$ cat config.mk
export PLATFORM = sky130hd
export DESIGN_NAME = csr_unit
export DESIGN_NICKNAME = d
export VERILOG_FILES = /design/src/cpu_pkg.sv /design/src/csr_bus_if.sv /design/src/csr_access_ctrl.sv /design/src/csr_counters.sv /design/src/csr_file.sv /design/src/csr_unit.sv
export VERILOG_INCLUDE_DIRS = /design/src
export SDC_FILE = /design/constraint.sdc
export NUM_CORES = 1
export LEC_CHECK = 0
export BUFFER_PORTS_ARGS = -buffer_cell sky130_fd_sc_hd__buf_2
export CELL_PAD_IN_SITES_DETAIL_PLACEMENT = 0
export CELL_PAD_IN_SITES_GLOBAL_PLACEMENT = 1
export CORE_ASPECT_RATIO = 1.1
export CORE_MARGIN = 10
export CORE_UTILIZATION = 46
export DETAILED_ROUTE_END_ITERATION = 12
export HOLD_SLACK_MARGIN = 0.02
export PLACE_DENSITY = 0.77
export RECOVER_POWER = 100
export SYNTH_ARGS = -nofsm -noshare
export SYNTH_HDL_FRONTEND = slang
export SYNTH_SLANG_ARGS = --single-unit
$ cat constraint.sdc
create_clock -name clk -period 11.5 [get_ports clk]
set_clock_uncertainty 0.15 [all_clocks]
set_input_delay 0 -clock clk [delete_from_list [all_inputs] [get_ports clk]]
set_output_delay 0 -clock clk [all_outputs]
set_load 0.02 [all_outputs]
$ cat src/csr_cfg.svh
`ifndef CSR_CFG_SVH
`define CSR_CFG_SVH

// M extension present, sets misa bit 12
`define CSR_M_EXT 1'b1

// F extension present, sets misa bit 5 and enables fflags/frm/fcsr
`define CSR_F_EXT 1'b1

// value seen in mhartid
`define CSR_HART_ID 32'h0000_0000

`endif

$ cat src/cpu_pkg.sv
package cpu_pkg;

	// zicsr access flavour, low bits of funct3
	typedef enum logic [1:0] {
		CSR_RD = 2'd0,	// read only, no write side effect
		CSR_RW = 2'd1,
		CSR_RS = 2'd2,	// set bits
		CSR_RC = 2'd3	// clear bits
	} csr_op_t;

	// what the core is asking for
	typedef enum logic [1:0] {
		CMD_ACCESS = 2'd0,
		CMD_TRAP   = 2'd1,	// trap entry
		CMD_MRET   = 2'd2	// return from trap
	} csr_cmd_t;

	// mcause word
	typedef struct packed {
		logic        interrupt;	// 1 for async cause
		logic [30:0] code;	// exception or interrupt code
	} mcause_t;

	// floating point csrs
	localparam logic [11:0] CSR_ADDR_FFLAGS = 12'h001;
	localparam logic [11:0] CSR_ADDR_FRM    = 12'h002;
	localparam logic [11:0] CSR_ADDR_FCSR   = 12'h003;

	// machine trap setup
	localparam logic [11:0] CSR_ADDR_MSTATUS       = 12'h300;
	localparam logic [11:0] CSR_ADDR_MISA          = 12'h301;
	localparam logic [11:0] CSR_ADDR_MIE           = 12'h304;
	localparam logic [11:0] CSR_ADDR_MTVEC         = 12'h305;
	localparam logic [11:0] CSR_ADDR_MSTATUSH      = 12'h310;
	localparam logic [11:0] CSR_ADDR_MCOUNTINHIBIT = 12'h320;

	// machine trap handling
	localparam logic [11:0] CSR_ADDR_MSCRATCH = 12'h340;
	localparam logic [11:0] CSR_ADDR_MEPC     = 12'h341;
	localparam logic [11:0] CSR_ADDR_MCAUSE   = 12'h342;
	localparam logic [11:0] CSR_ADDR_MTVAL    = 12'h343;
	localparam logic [11:0] CSR_ADDR_MIP      = 12'h344;

	// machine counters
	localparam logic [11:0] CSR_ADDR_MCYCLE    = 12'hB00;
	localparam logic [11:0] CSR_ADDR_MINSTRET  = 12'hB02;
	localparam logic [11:0] CSR_ADDR_MCYCLEH   = 12'hB80;
	localparam logic [11:0] CSR_ADDR_MINSTRETH = 12'hB82;

	// machine information, read-only space
	localparam logic [11:0] CSR_ADDR_MVENDORID  = 12'hF11;
	localparam logic [11:0] CSR_ADDR_MARCHID    = 12'hF12;
	localparam logic [11:0] CSR_ADDR_MIMPID     = 12'hF13;
	localparam logic [11:0] CSR_ADDR_MHARTID    = 12'hF14;
	localparam logic [11:0] CSR_ADDR_MCONFIGPTR = 12'hF15;

endpackage

$ cat src/csr_bus_if.sv
`timescale 1ns/1ps

interface csr_bus_if import cpu_pkg::*; ();

	logic        strobe;	// one cycle per request
	csr_cmd_t    cmd;
	csr_op_t     op;
	logic [11:0] addr;
	logic [31:0] wdata;
	mcause_t     cause;	// trap only
	logic [31:0] epc;	// trap only
	logic [31:0] tval;	// trap only

	logic [31:0] rdata;	// value before the write
	logic        illegal;
	logic [31:0] trap_pc;	// vector target from mtvec
	logic [31:0] ret_pc;	// mepc

	modport ctrl (
		output strobe, cmd, op, addr, wdata, cause, epc, tval,
		input  rdata, illegal, trap_pc, ret_pc
	);

	modport file (
		input  strobe, cmd, op, addr, wdata, cause, epc, tval,
		output rdata, illegal, trap_pc, ret_pc
	);

endinterface

$ cat src/csr_access_ctrl.sv
`timescale 1ns/1ps

module csr_access_ctrl import cpu_pkg::*; (
	input  logic        clk,
	input  logic        reset,
	input  logic        req,
	output logic        ack,
	input  csr_cmd_t    cmd,
	input  csr_op_t     op,
	input  logic [11:0] addr,
	input  logic [31:0] wdata,
	input  mcause_t     cause,
	input  logic [31:0] epc,
	input  logic [31:0] tval,
	output logic [31:0] rdata,
	output logic        illegal,
	output logic [31:0] redirect_pc,
	csr_bus_if.ctrl     bus
);

	localparam logic [1:0] S_IDLE  = 2'd0;	// waiting for req
	localparam logic [1:0] S_ISSUE = 2'd1;	// strobe cycle
	localparam logic [1:0] S_ACK   = 2'd2;	// ack high until req drops

	logic [1:0] state;

	// core holds the fields stable until ack so they go straight onto the bus
	assign bus.cmd   = cmd;
	assign bus.op    = op;
	assign bus.addr  = addr;
	assign bus.wdata = wdata;
	assign bus.cause = cause;
	assign bus.epc   = epc;
	assign bus.tval  = tval;

	assign bus.strobe = (state == S_ISSUE);
	assign ack        = (state == S_ACK);	// registered through state

	always_ff @(posedge clk or posedge reset) begin
		if (reset) begin
			state <= S_IDLE;
		end else begin
			case (state)
				S_IDLE:  if (req) state <= S_ISSUE;
				S_ISSUE: state <= S_ACK;	// file commits on this edge
				S_ACK:   if (!req) state <= S_IDLE;	// return to zero
				default: state <= S_IDLE;
			endcase
		end
	end

	// response held for the whole ack phase
	always_ff @(posedge clk) begin
		if (state == S_ISSUE) begin
			rdata   <= bus.rdata;	// old value
			illegal <= bus.illegal;
			case (cmd)
				CMD_TRAP: redirect_pc <= bus.trap_pc;
				CMD_MRET: redirect_pc <= bus.ret_pc;
				default:  redirect_pc <= 32'h0;	// plain access has no redirect
			endcase
		end
	end

endmodule

$ cat src/csr_counters.sv
`timescale 1ns/1ps

module csr_counters (
	input  logic        clk,
	input  logic        reset,
	input  logic        retire,	// one pulse per retired instr
	input  logic        cy_inhibit,
	input  logic        ir_inhibit,
	input  logic        wr_en,
	input  logic [1:0]  wr_sel,	// bit 1 picks instret and bit 0 the high half
	input  logic [31:0] wr_data,
	output logic [63:0] mcycle,
	output logic [63:0] minstret
);

	logic [63:0] cnt [2];	// 0 is mcycle and 1 is minstret
	logic [1:0]  inc;

	assign inc[0] = !cy_inhibit;	// every clock
	assign inc[1] = retire && !ir_inhibit;

	for (genvar i = 0; i < 2; i++) begin : g_cnt
		always_ff @(posedge clk or posedge reset) begin
			if (reset) begin
				cnt[i] <= 64'h0;
			end else if (wr_en && (wr_sel[1] == i[0])) begin
				// half-word write wins over the increment
				if (wr_sel[0])
					cnt[i][63:32] <= wr_data;
				else
					cnt[i][31:0] <= wr_data;
			end else if (inc[i]) begin
				cnt[i] <= cnt[i] + 64'd1;
			end
		end
	end

	assign mcycle   = cnt[0];
	assign minstret = cnt[1];

endmodule

$ cat src/csr_file.sv
`timescale 1ns/1ps
`include "csr_cfg.svh"

module csr_file import cpu_pkg::*; (
	input  logic       clk,
	input  logic       reset,
	input  logic       retire,
	input  logic [2:0] irq_lines,	// [0] software [1] timer [2] external
	output logic       irq_pending,
	csr_bus_if.file    bus
);

	// mstatus fields that hold state
	logic        st_mie;
	logic        st_mpie;
	logic [1:0]  st_fs;	// float unit status
	logic [31:0] mstatus;

	logic [31:2] tvec_base;
	logic        tvec_mode;	// only vectored bit kept
	logic [31:0] mtvec;

	logic [31:0] mie;
	logic [31:0] mip;
	logic [31:0] mscratch;
	logic [31:0] mepc;
	mcause_t     mcause;
	logic [31:0] mtval;
	logic [4:0]  fflags;
	logic [2:0]  frm;
	logic        cy_inh;
	logic        ir_inh;
	logic [63:0] mcycle;
	logic [63:0] minstret;
	logic [31:0] misa;

	logic [31:0] old_val;	// read mux output
	logic        hit;	// address implemented
	logic        is_access;
	logic        wr_req;	// access that wants to write
	logic        ro_space;	// addr[11:10] == 3
	logic        illegal_c;
	logic [31:0] new_val;	// read-modify-write result
	logic        we;
	logic        cnt_we;
	logic [1:0]  cnt_sel;

	assign misa = {2'b01, 4'b0, 13'b0, `CSR_M_EXT, 6'b000100, `CSR_F_EXT, 5'b0};	// rv32 I

	assign mstatus = {
		(st_fs == 2'b11),	// sd summary bit
		14'b0,
		2'b00,		// xs
		st_fs,		// 14:13
		2'b11,		// mpp always machine
		3'b0,
		st_mpie,	// 7
		3'b0,
		st_mie,		// 3
		3'b0
	};

	assign mtvec = {tvec_base, 1'b0, tvec_mode};
	assign mip   = {20'b0, irq_lines[2], 3'b0, irq_lines[1], 3'b0, irq_lines[0], 3'b0};

	assign irq_pending = st_mie && |(mip & mie);

	// zero latency read
	always_comb begin
		old_val = 32'h0;
		hit     = 1'b1;
		case (bus.addr)
			CSR_ADDR_MISA:          old_val = misa;
			CSR_ADDR_MVENDORID:     old_val = 32'h0;	// non-commercial
			CSR_ADDR_MARCHID:       old_val = 32'h0;
			CSR_ADDR_MIMPID:        old_val = 32'h0;
			CSR_ADDR_MHARTID:       old_val = `CSR_HART_ID;
			CSR_ADDR_MCONFIGPTR:    old_val = 32'h0;
			CSR_ADDR_MSTATUS:       old_val = mstatus;
			CSR_ADDR_MSTATUSH:      old_val = 32'h0;	// little endian only
			CSR_ADDR_MTVEC:         old_val = mtvec;
			CSR_ADDR_MIP:           old_val = mip;
			CSR_ADDR_MIE:           old_val = mie;
			CSR_ADDR_MCYCLE:        old_val = mcycle[31:0];
			CSR_ADDR_MCYCLEH:       old_val = mcycle[63:32];
			CSR_ADDR_MINSTRET:      old_val = minstret[31:0];
			CSR_ADDR_MINSTRETH:     old_val = minstret[63:32];
			CSR_ADDR_MCOUNTINHIBIT: old_val = {29'b0, ir_inh, 1'b0, cy_inh};
			CSR_ADDR_MSCRATCH:      old_val = mscratch;
			CSR_ADDR_MEPC:          old_val = mepc;
			CSR_ADDR_MCAUSE:        old_val = mcause;
			CSR_ADDR_MTVAL:         old_val = mtval;
			CSR_ADDR_FFLAGS: begin
				old_val = {27'b0, fflags};
				hit     = `CSR_F_EXT;	// absent without F
			end
			CSR_ADDR_FRM: begin
				old_val = {29'b0, frm};
				hit     = `CSR_F_EXT;
			end
			CSR_ADDR_FCSR: begin
				old_val = {24'b0, frm, fflags};
				hit     = `CSR_F_EXT;
			end
			default:                hit = 1'b0;
		endcase
		if (!hit)
			old_val = 32'h0;	// unimplemented reads 0
	end

	assign is_access = (bus.cmd == CMD_ACCESS);
	assign wr_req    = is_access && (bus.op != CSR_RD);
	assign ro_space  = (bus.addr[11:10] == 2'b11);
	assign illegal_c = is_access && (!hit || (wr_req && ro_space));
	assign we        = bus.strobe && wr_req && !illegal_c;

	always_comb begin
		case (bus.op)
			CSR_RW:  new_val = bus.wdata;
			CSR_RS:  new_val = old_val | bus.wdata;
			CSR_RC:  new_val = old_val & ~bus.wdata;
			default: new_val = old_val;
		endcase
	end

	assign bus.rdata   = old_val;
	assign bus.illegal = illegal_c;
	assign bus.ret_pc  = mepc;
	// vectored mode only for interrupts
	assign bus.trap_pc = (bus.cause.interrupt && tvec_mode) ?
		{tvec_base, 2'b00} + {bus.cause.code[29:0], 2'b00} : {tvec_base, 2'b00};

	// counter half-word select from address bits
	assign cnt_we  = we && (bus.addr == CSR_ADDR_MCYCLE || bus.addr == CSR_ADDR_MCYCLEH ||
		bus.addr == CSR_ADDR_MINSTRET || bus.addr == CSR_ADDR_MINSTRETH);
	assign cnt_sel = {bus.addr[1], bus.addr[7]};	// instret / high half

	always_ff @(posedge clk or posedge reset) begin
		if (reset) begin
			st_mie    <= 1'b0;
			st_mpie   <= 1'b0;
			st_fs     <= 2'b00;
			tvec_base <= 30'h0;
			tvec_mode <= 1'b0;
			mie       <= 32'h0;
			mscratch  <= 32'h0;
			mepc      <= 32'h0;
			mcause    <= '0;
			mtval     <= 32'h0;
			fflags    <= 5'h0;
			frm       <= 3'h0;
			cy_inh    <= 1'b0;
			ir_inh    <= 1'b0;
		end else if (bus.strobe) begin
			case (bus.cmd)
				CMD_TRAP: begin
					mepc    <= bus.epc;
					mcause  <= bus.cause;
					mtval   <= bus.tval;
					st_mpie <= st_mie;	// stack the enable
					st_mie  <= 1'b0;
				end
				CMD_MRET: begin
					st_mie  <= st_mpie;
					st_mpie <= 1'b1;
				end
				default: if (we) begin
					case (bus.addr)
						CSR_ADDR_MSTATUS: begin
							st_mie  <= new_val[3];
							st_mpie <= new_val[7];
							st_fs   <= `CSR_F_EXT ? new_val[14:13] : 2'b00;
						end
						CSR_ADDR_MIE:      mie <= new_val & 32'h0000_0888;	// msie mtie meie
						CSR_ADDR_MTVEC: begin
							tvec_base <= new_val[31:2];
							tvec_mode <= new_val[0];	// bit 1 dropped
						end
						CSR_ADDR_MSCRATCH: mscratch <= new_val;
						CSR_ADDR_MEPC:     mepc <= {new_val[31:2], 2'b00};	// ialign 32
						CSR_ADDR_MCAUSE:   mcause <= new_val;
						CSR_ADDR_MTVAL:    mtval <= new_val;
						CSR_ADDR_MCOUNTINHIBIT: begin
							cy_inh <= new_val[0];
							ir_inh <= new_val[2];
						end
						CSR_ADDR_FFLAGS: begin
							fflags <= new_val[4:0];
							st_fs  <= 2'b11;	// dirty
						end
						CSR_ADDR_FRM: begin
							frm   <= new_val[2:0];
							st_fs <= 2'b11;
						end
						CSR_ADDR_FCSR: begin
							frm    <= new_val[7:5];
							fflags <= new_val[4:0];
							st_fs  <= 2'b11;
						end
						default: ;	// misa mip mstatush and counters not stored here
					endcase
				end
			endcase
		end
	end

	csr_counters u_counters (
		.clk        (clk),
		.reset      (reset),
		.retire     (retire),
		.cy_inhibit (cy_inh),
		.ir_inhibit (ir_inh),
		.wr_en      (cnt_we),
		.wr_sel     (cnt_sel),
		.wr_data    (new_val),
		.mcycle     (mcycle),
		.minstret   (minstret)
	);

endmodule

$ cat src/csr_unit.sv
`timescale 1ns/1ps

module csr_unit import cpu_pkg::*; (
	input  logic        clk,
	input  logic        reset,
	input  logic        req,	// four-phase request
	output logic        ack,
	input  csr_cmd_t    cmd,
	input  csr_op_t     op,
	input  logic [11:0] addr,
	input  logic [31:0] wdata,
	input  logic [31:0] cause,	// mcause layout
	input  logic [31:0] epc,
	input  logic [31:0] tval,
	output logic [31:0] rdata,	// valid while ack high
	output logic        illegal,
	output logic [31:0] redirect_pc,
	input  logic        retire,
	input  logic [2:0]  irq_lines,
	output logic        irq_pending
);

	csr_bus_if bus ();

	csr_access_ctrl u_ctrl (
		.clk         (clk),
		.reset       (reset),
		.req         (req),
		.ack         (ack),
		.cmd         (cmd),
		.op          (op),
		.addr        (addr),
		.wdata       (wdata),
		.cause       (mcause_t'(cause)),
		.epc         (epc),
		.tval        (tval),
		.rdata       (rdata),
		.illegal     (illegal),
		.redirect_pc (redirect_pc),
		.bus         (bus.ctrl)
	);

	csr_file u_file (
		.clk         (clk),
		.reset       (reset),
		.retire      (retire),
		.irq_lines   (irq_lines),
		.irq_pending (irq_pending),
		.bus         (bus.file)
	);

endmodule

==> results.toml <==
[layout]
final_cell_mix = "dfrtp_1, a21oi_1, nor2_1, nand2_1, dlygate4sd3_1"
diodes = 0
final_util_pct = 56.2
drive_above_1_share_pct = 11.2
postLayoutCellArea_um2 = 27000
fin_nets = 3077
final_common_cell = "dfrtp_1"
nFillCells = 4392
syn_to_final_growth_pct = 20.5

[placed_design]
dp_hpwl_mm = 80.3
portBuffers = 217
placed_area_um2 = 24300
gp_congestion = 1.02

[synthesis]
yosysSeqAreaShare_pct = 42.9
async_flop_share_pct = 82.5
netlist_instances = 2576
avgSynthCellArea_um2 = 8.69
synthDistinctLibCells = 93
netlist_area_um2 = 22400
synth_nets = 2762
ys_warn_count = 0
ys_dominant_reg_cell = "dfrtp_1"
synth-edff-count = 65
synth-seq-cells = 371

[route]
drt_iter0_drc = 3393
post_drt_wl_per_cell_um = 30.7
route.detailed.drc = 0
ant_nets = 0
via_per_inst = 6.84
num_vias = 24421
finalWirelength_mm = 110
drtPass1Iterations = 9

[power_and_ir_drop]
ir_worst_vdd_uv = 91.0
p_per_area_nw_per_um2 = 150
cellLeakagePower_nw = 11.3

[cts]
cts_root_buf = "clkbuf_16"
clk_latency_ns = 0.61
clk_pin_slew_ns = 0.06
cts_buffers = 44
htree_levels = 2
cts_setup_buffers = 0
cts_tree = "built"
cts_sinks = 371
clock_path_buffers = 3

[global_route]
gr-usage-all-layers_pct = 36.7
grt_max_degree = 109
grt_pass1_vias = 23211
grt_remaining_overflow = 0
grt_pass1_wl_mm = 160
antenna_found_initial = 1

[outcome]
violations = "capacitance limit, slew limit"
status = "complete, but fails checks"

[setup_path]
cp.arrival_ns = 7.05
crit_top_cell = "clkbuf_1"
r2r_cells = 9
start_kind = "primary input"
cp_max_fo = 28
path_class = "in2reg"
worst-path-buf-inv = 5
worst_setup_path_end_kind = "flip-flop"
path_delay_family = "buffers and inverters"
path_depth = 13
slowest_delay_ns = 1.45
critical_path_required_ns = 11.90
slowest_stage = "clkbuf_1"
path_cells = "dlygate4sd3_1 -> clkbuf_1 -> nor4b_1 -> clkbuf_1 -> and3_1 -> a221oi_1 -> nand3_1 -> o211a_1 -> a221oi_1 -> clkbuf_1 -> o211ai_1 -> dlygate4sd3_1 -> o21a_1"

[timing]
hold_viol_final = 0
tightest_slew_ns = 5.28
period_share_pct = 57.8
fin_setup_tns_ns = 0
setup_viol = 0
slew_headroom_pct = -254
grt_setup_unrepaired = "no"
maxSlewViolCount = 263
whs_ns = 0.0286
fmax_mhz = 150
fin_crit_ns = 6.65

[die]
fp.dieArea_um2 = 57900
start_util_pct = 46.6
ios = 218
die_w_um = 230
core_area_um2 = 48000
rows = 84
fp.dieH_um = 251

[min_path]
hp-class = "in2reg"
min_path_cells = 4

[job]
cap_violations = 5
timing repair:
action | 4_1_cts | 5_1_grt
gates resized for setup | 0 | 0
hold buffers | 154 | 0
endpoints found under the hold margin | 360 | 0
power by group:
part           switching [mW]  internal [mW]
registers               0.277           1.61
logic                   0.462          0.256
clock network           0.612          0.838
total                    1.35           2.70
cell usage after synthesis (all sizes together) (9+ instances only):
| cell type | number | area [um^2] |
|---|---|---|
| a211oi | 48 | 365 |
| or2 | 12 | 75.1 |
| buf | 49 | 260 |
| a222oi | 13 | 130 |
| nor2 | 293 | 1140 |
| a22o | 21 | 184 |
| a221oi | 49 | 460 |
| a211o | 12 | 105 |
| o21bai | 14 | 105 |
| nand3 | 108 | 541 |
| mux2 | 14 | 158 |
| dfrtp | 306 | 7660 |
| o22ai | 18 | 113 |
| o21a | 27 | 203 |
| inv | 49 | 184 |
| o211a | 15 | 150 |
| nor4 | 12 | 81.3 |
| a21o | 27 | 203 |
| and3 | 53 | 332 |
| a22oi | 84 | 631 |
| o211ai | 33 | 248 |
| nand2 | 269 | 1010 |
| xor2 | 14 | 123 |
| nand4 | 51 | 319 |
| a21oi | 304 | 1520 |
| a31oi | 23 | 144 |
| a32oi | 9 | 78.8 |
| clkbuf | 126 | 473 |
| o21ai | 133 | 669 |
| mux2i | 43 | 430 |
| and4 | 18 | 158 |
| or3 | 13 | 81.3 |
| ha | 34 | 425 |
| and2 | 11 | 68.8 |
| nor3 | 67 | 372 |
| xnor2 | 10 | 87.6 |
| edfxtp | 65 | 1950 |
state kept, by name, indices dropped and copies added, names as in the netlist:
name / cells
u_file.mscratch: 32
u_ctrl.state: 2
u_ctrl.redirect_pc: 32
u_file.tvec_base: 30
u_file.mcause: 32
u_file.u_counters.mcycle: 64
u_file.tvec_mode: 1
u_file.mie: 3
u_file.st_fs: 2
u_file.st_mpie: 1
u_file.bus.ret_pc: 32
u_ctrl.illegal: 1
u_ctrl.rdata: 32
u_file.cy_inh: 1
u_file.fflags: 5
u_file.frm: 3
u_file.st_mie: 1
u_file.mtval: 32
u_file.u_counters.minstret: 64
u_file.ir_inh: 1
cells by family (layout without fill, tap and decap cells):
group,count (synthesis),after routing,synth area share (%)
multiplexers,59,59,2.83
AO/OA/AOI/OAI,905,905,26.7
buffers and inverters,224,575,4.09
flip-flops,371,371,42.9
adder cells (fa/ha/maj),35,35,1.99
XOR/XNOR,24,24,0.938
AND/OR/NAND/NOR,958,958,20.5
per-stage QoR:
step                setup WS [ns]  total power, mW  std cells
floorplan                    2.89             2.19       2576
global placement             7.04             2.54       3335
detailed placement           7.14             2.56       3336
CTS                          7.12             4.03       3572
global route                 4.73             4.17       3572
finish                       4.85             4.06       3572
worst reg2reg max path: cells and delay by family (launching register included):
kind | cells | cell delay [ns]
AOI/OAI and AO/OA | 3 | 0.57
and+or+nand+nor | 3 | 1.44
DFF | 1 | 0.37
buffers and inverters | 3 | 3.76
area by class of cell:
class | instances | area, um^2 | area share, %
multi-input cells | 1981 | 12000 | 44.3
flip-flops and latches | 371 | 9610 | 35.6
repair buffers | 444 | 2990 | 11.1
clock buffers | 70 | 1330 | 4.93
well taps | 645 | 807 | 2.99
inverters | 49 | 185 | 0.686
clock inverters | 12 | 119 | 0.440
path summary, 6_finish.rpt:
kind / start / to / slack (ns)
worst min register to register: u_ctrl.state[1]$_DFFE_PP0P_ / u_ctrl.state[0]$_DFFE_PP0P_ / 0.31
worst min-delay path: wdata[11] / u_file.mie[11]$_DFFE_PP0P_ / 0.03
min in group asynchronous: reset / u_file.u_counters.mcycle[4]$_DFFE_PP0P_ / 1.95
worst max register to register: u_ctrl.state[0]$_DFFE_PP0P_ / u_file.bus.ret_pc[5]$_DFFE_PP0P_ / 5.11
worst max-delay path: addr[0] / u_file.bus.ret_pc[5]$_DFFE_PP0P_ / 4.85
max in group asynchronous: reset / u_file.mscratch[24]$_DFFE_PP0P_ / 5.55
layer usage:
metal / global-route usage [%] / part of all wire (%)
met5: 0 / 0.012
met4: 18.5 / 6.1
met3: 8.99 / 11
met2: 57.1 / 44
met1: 46.9 / 38
(Power assumes the default switching activity.)
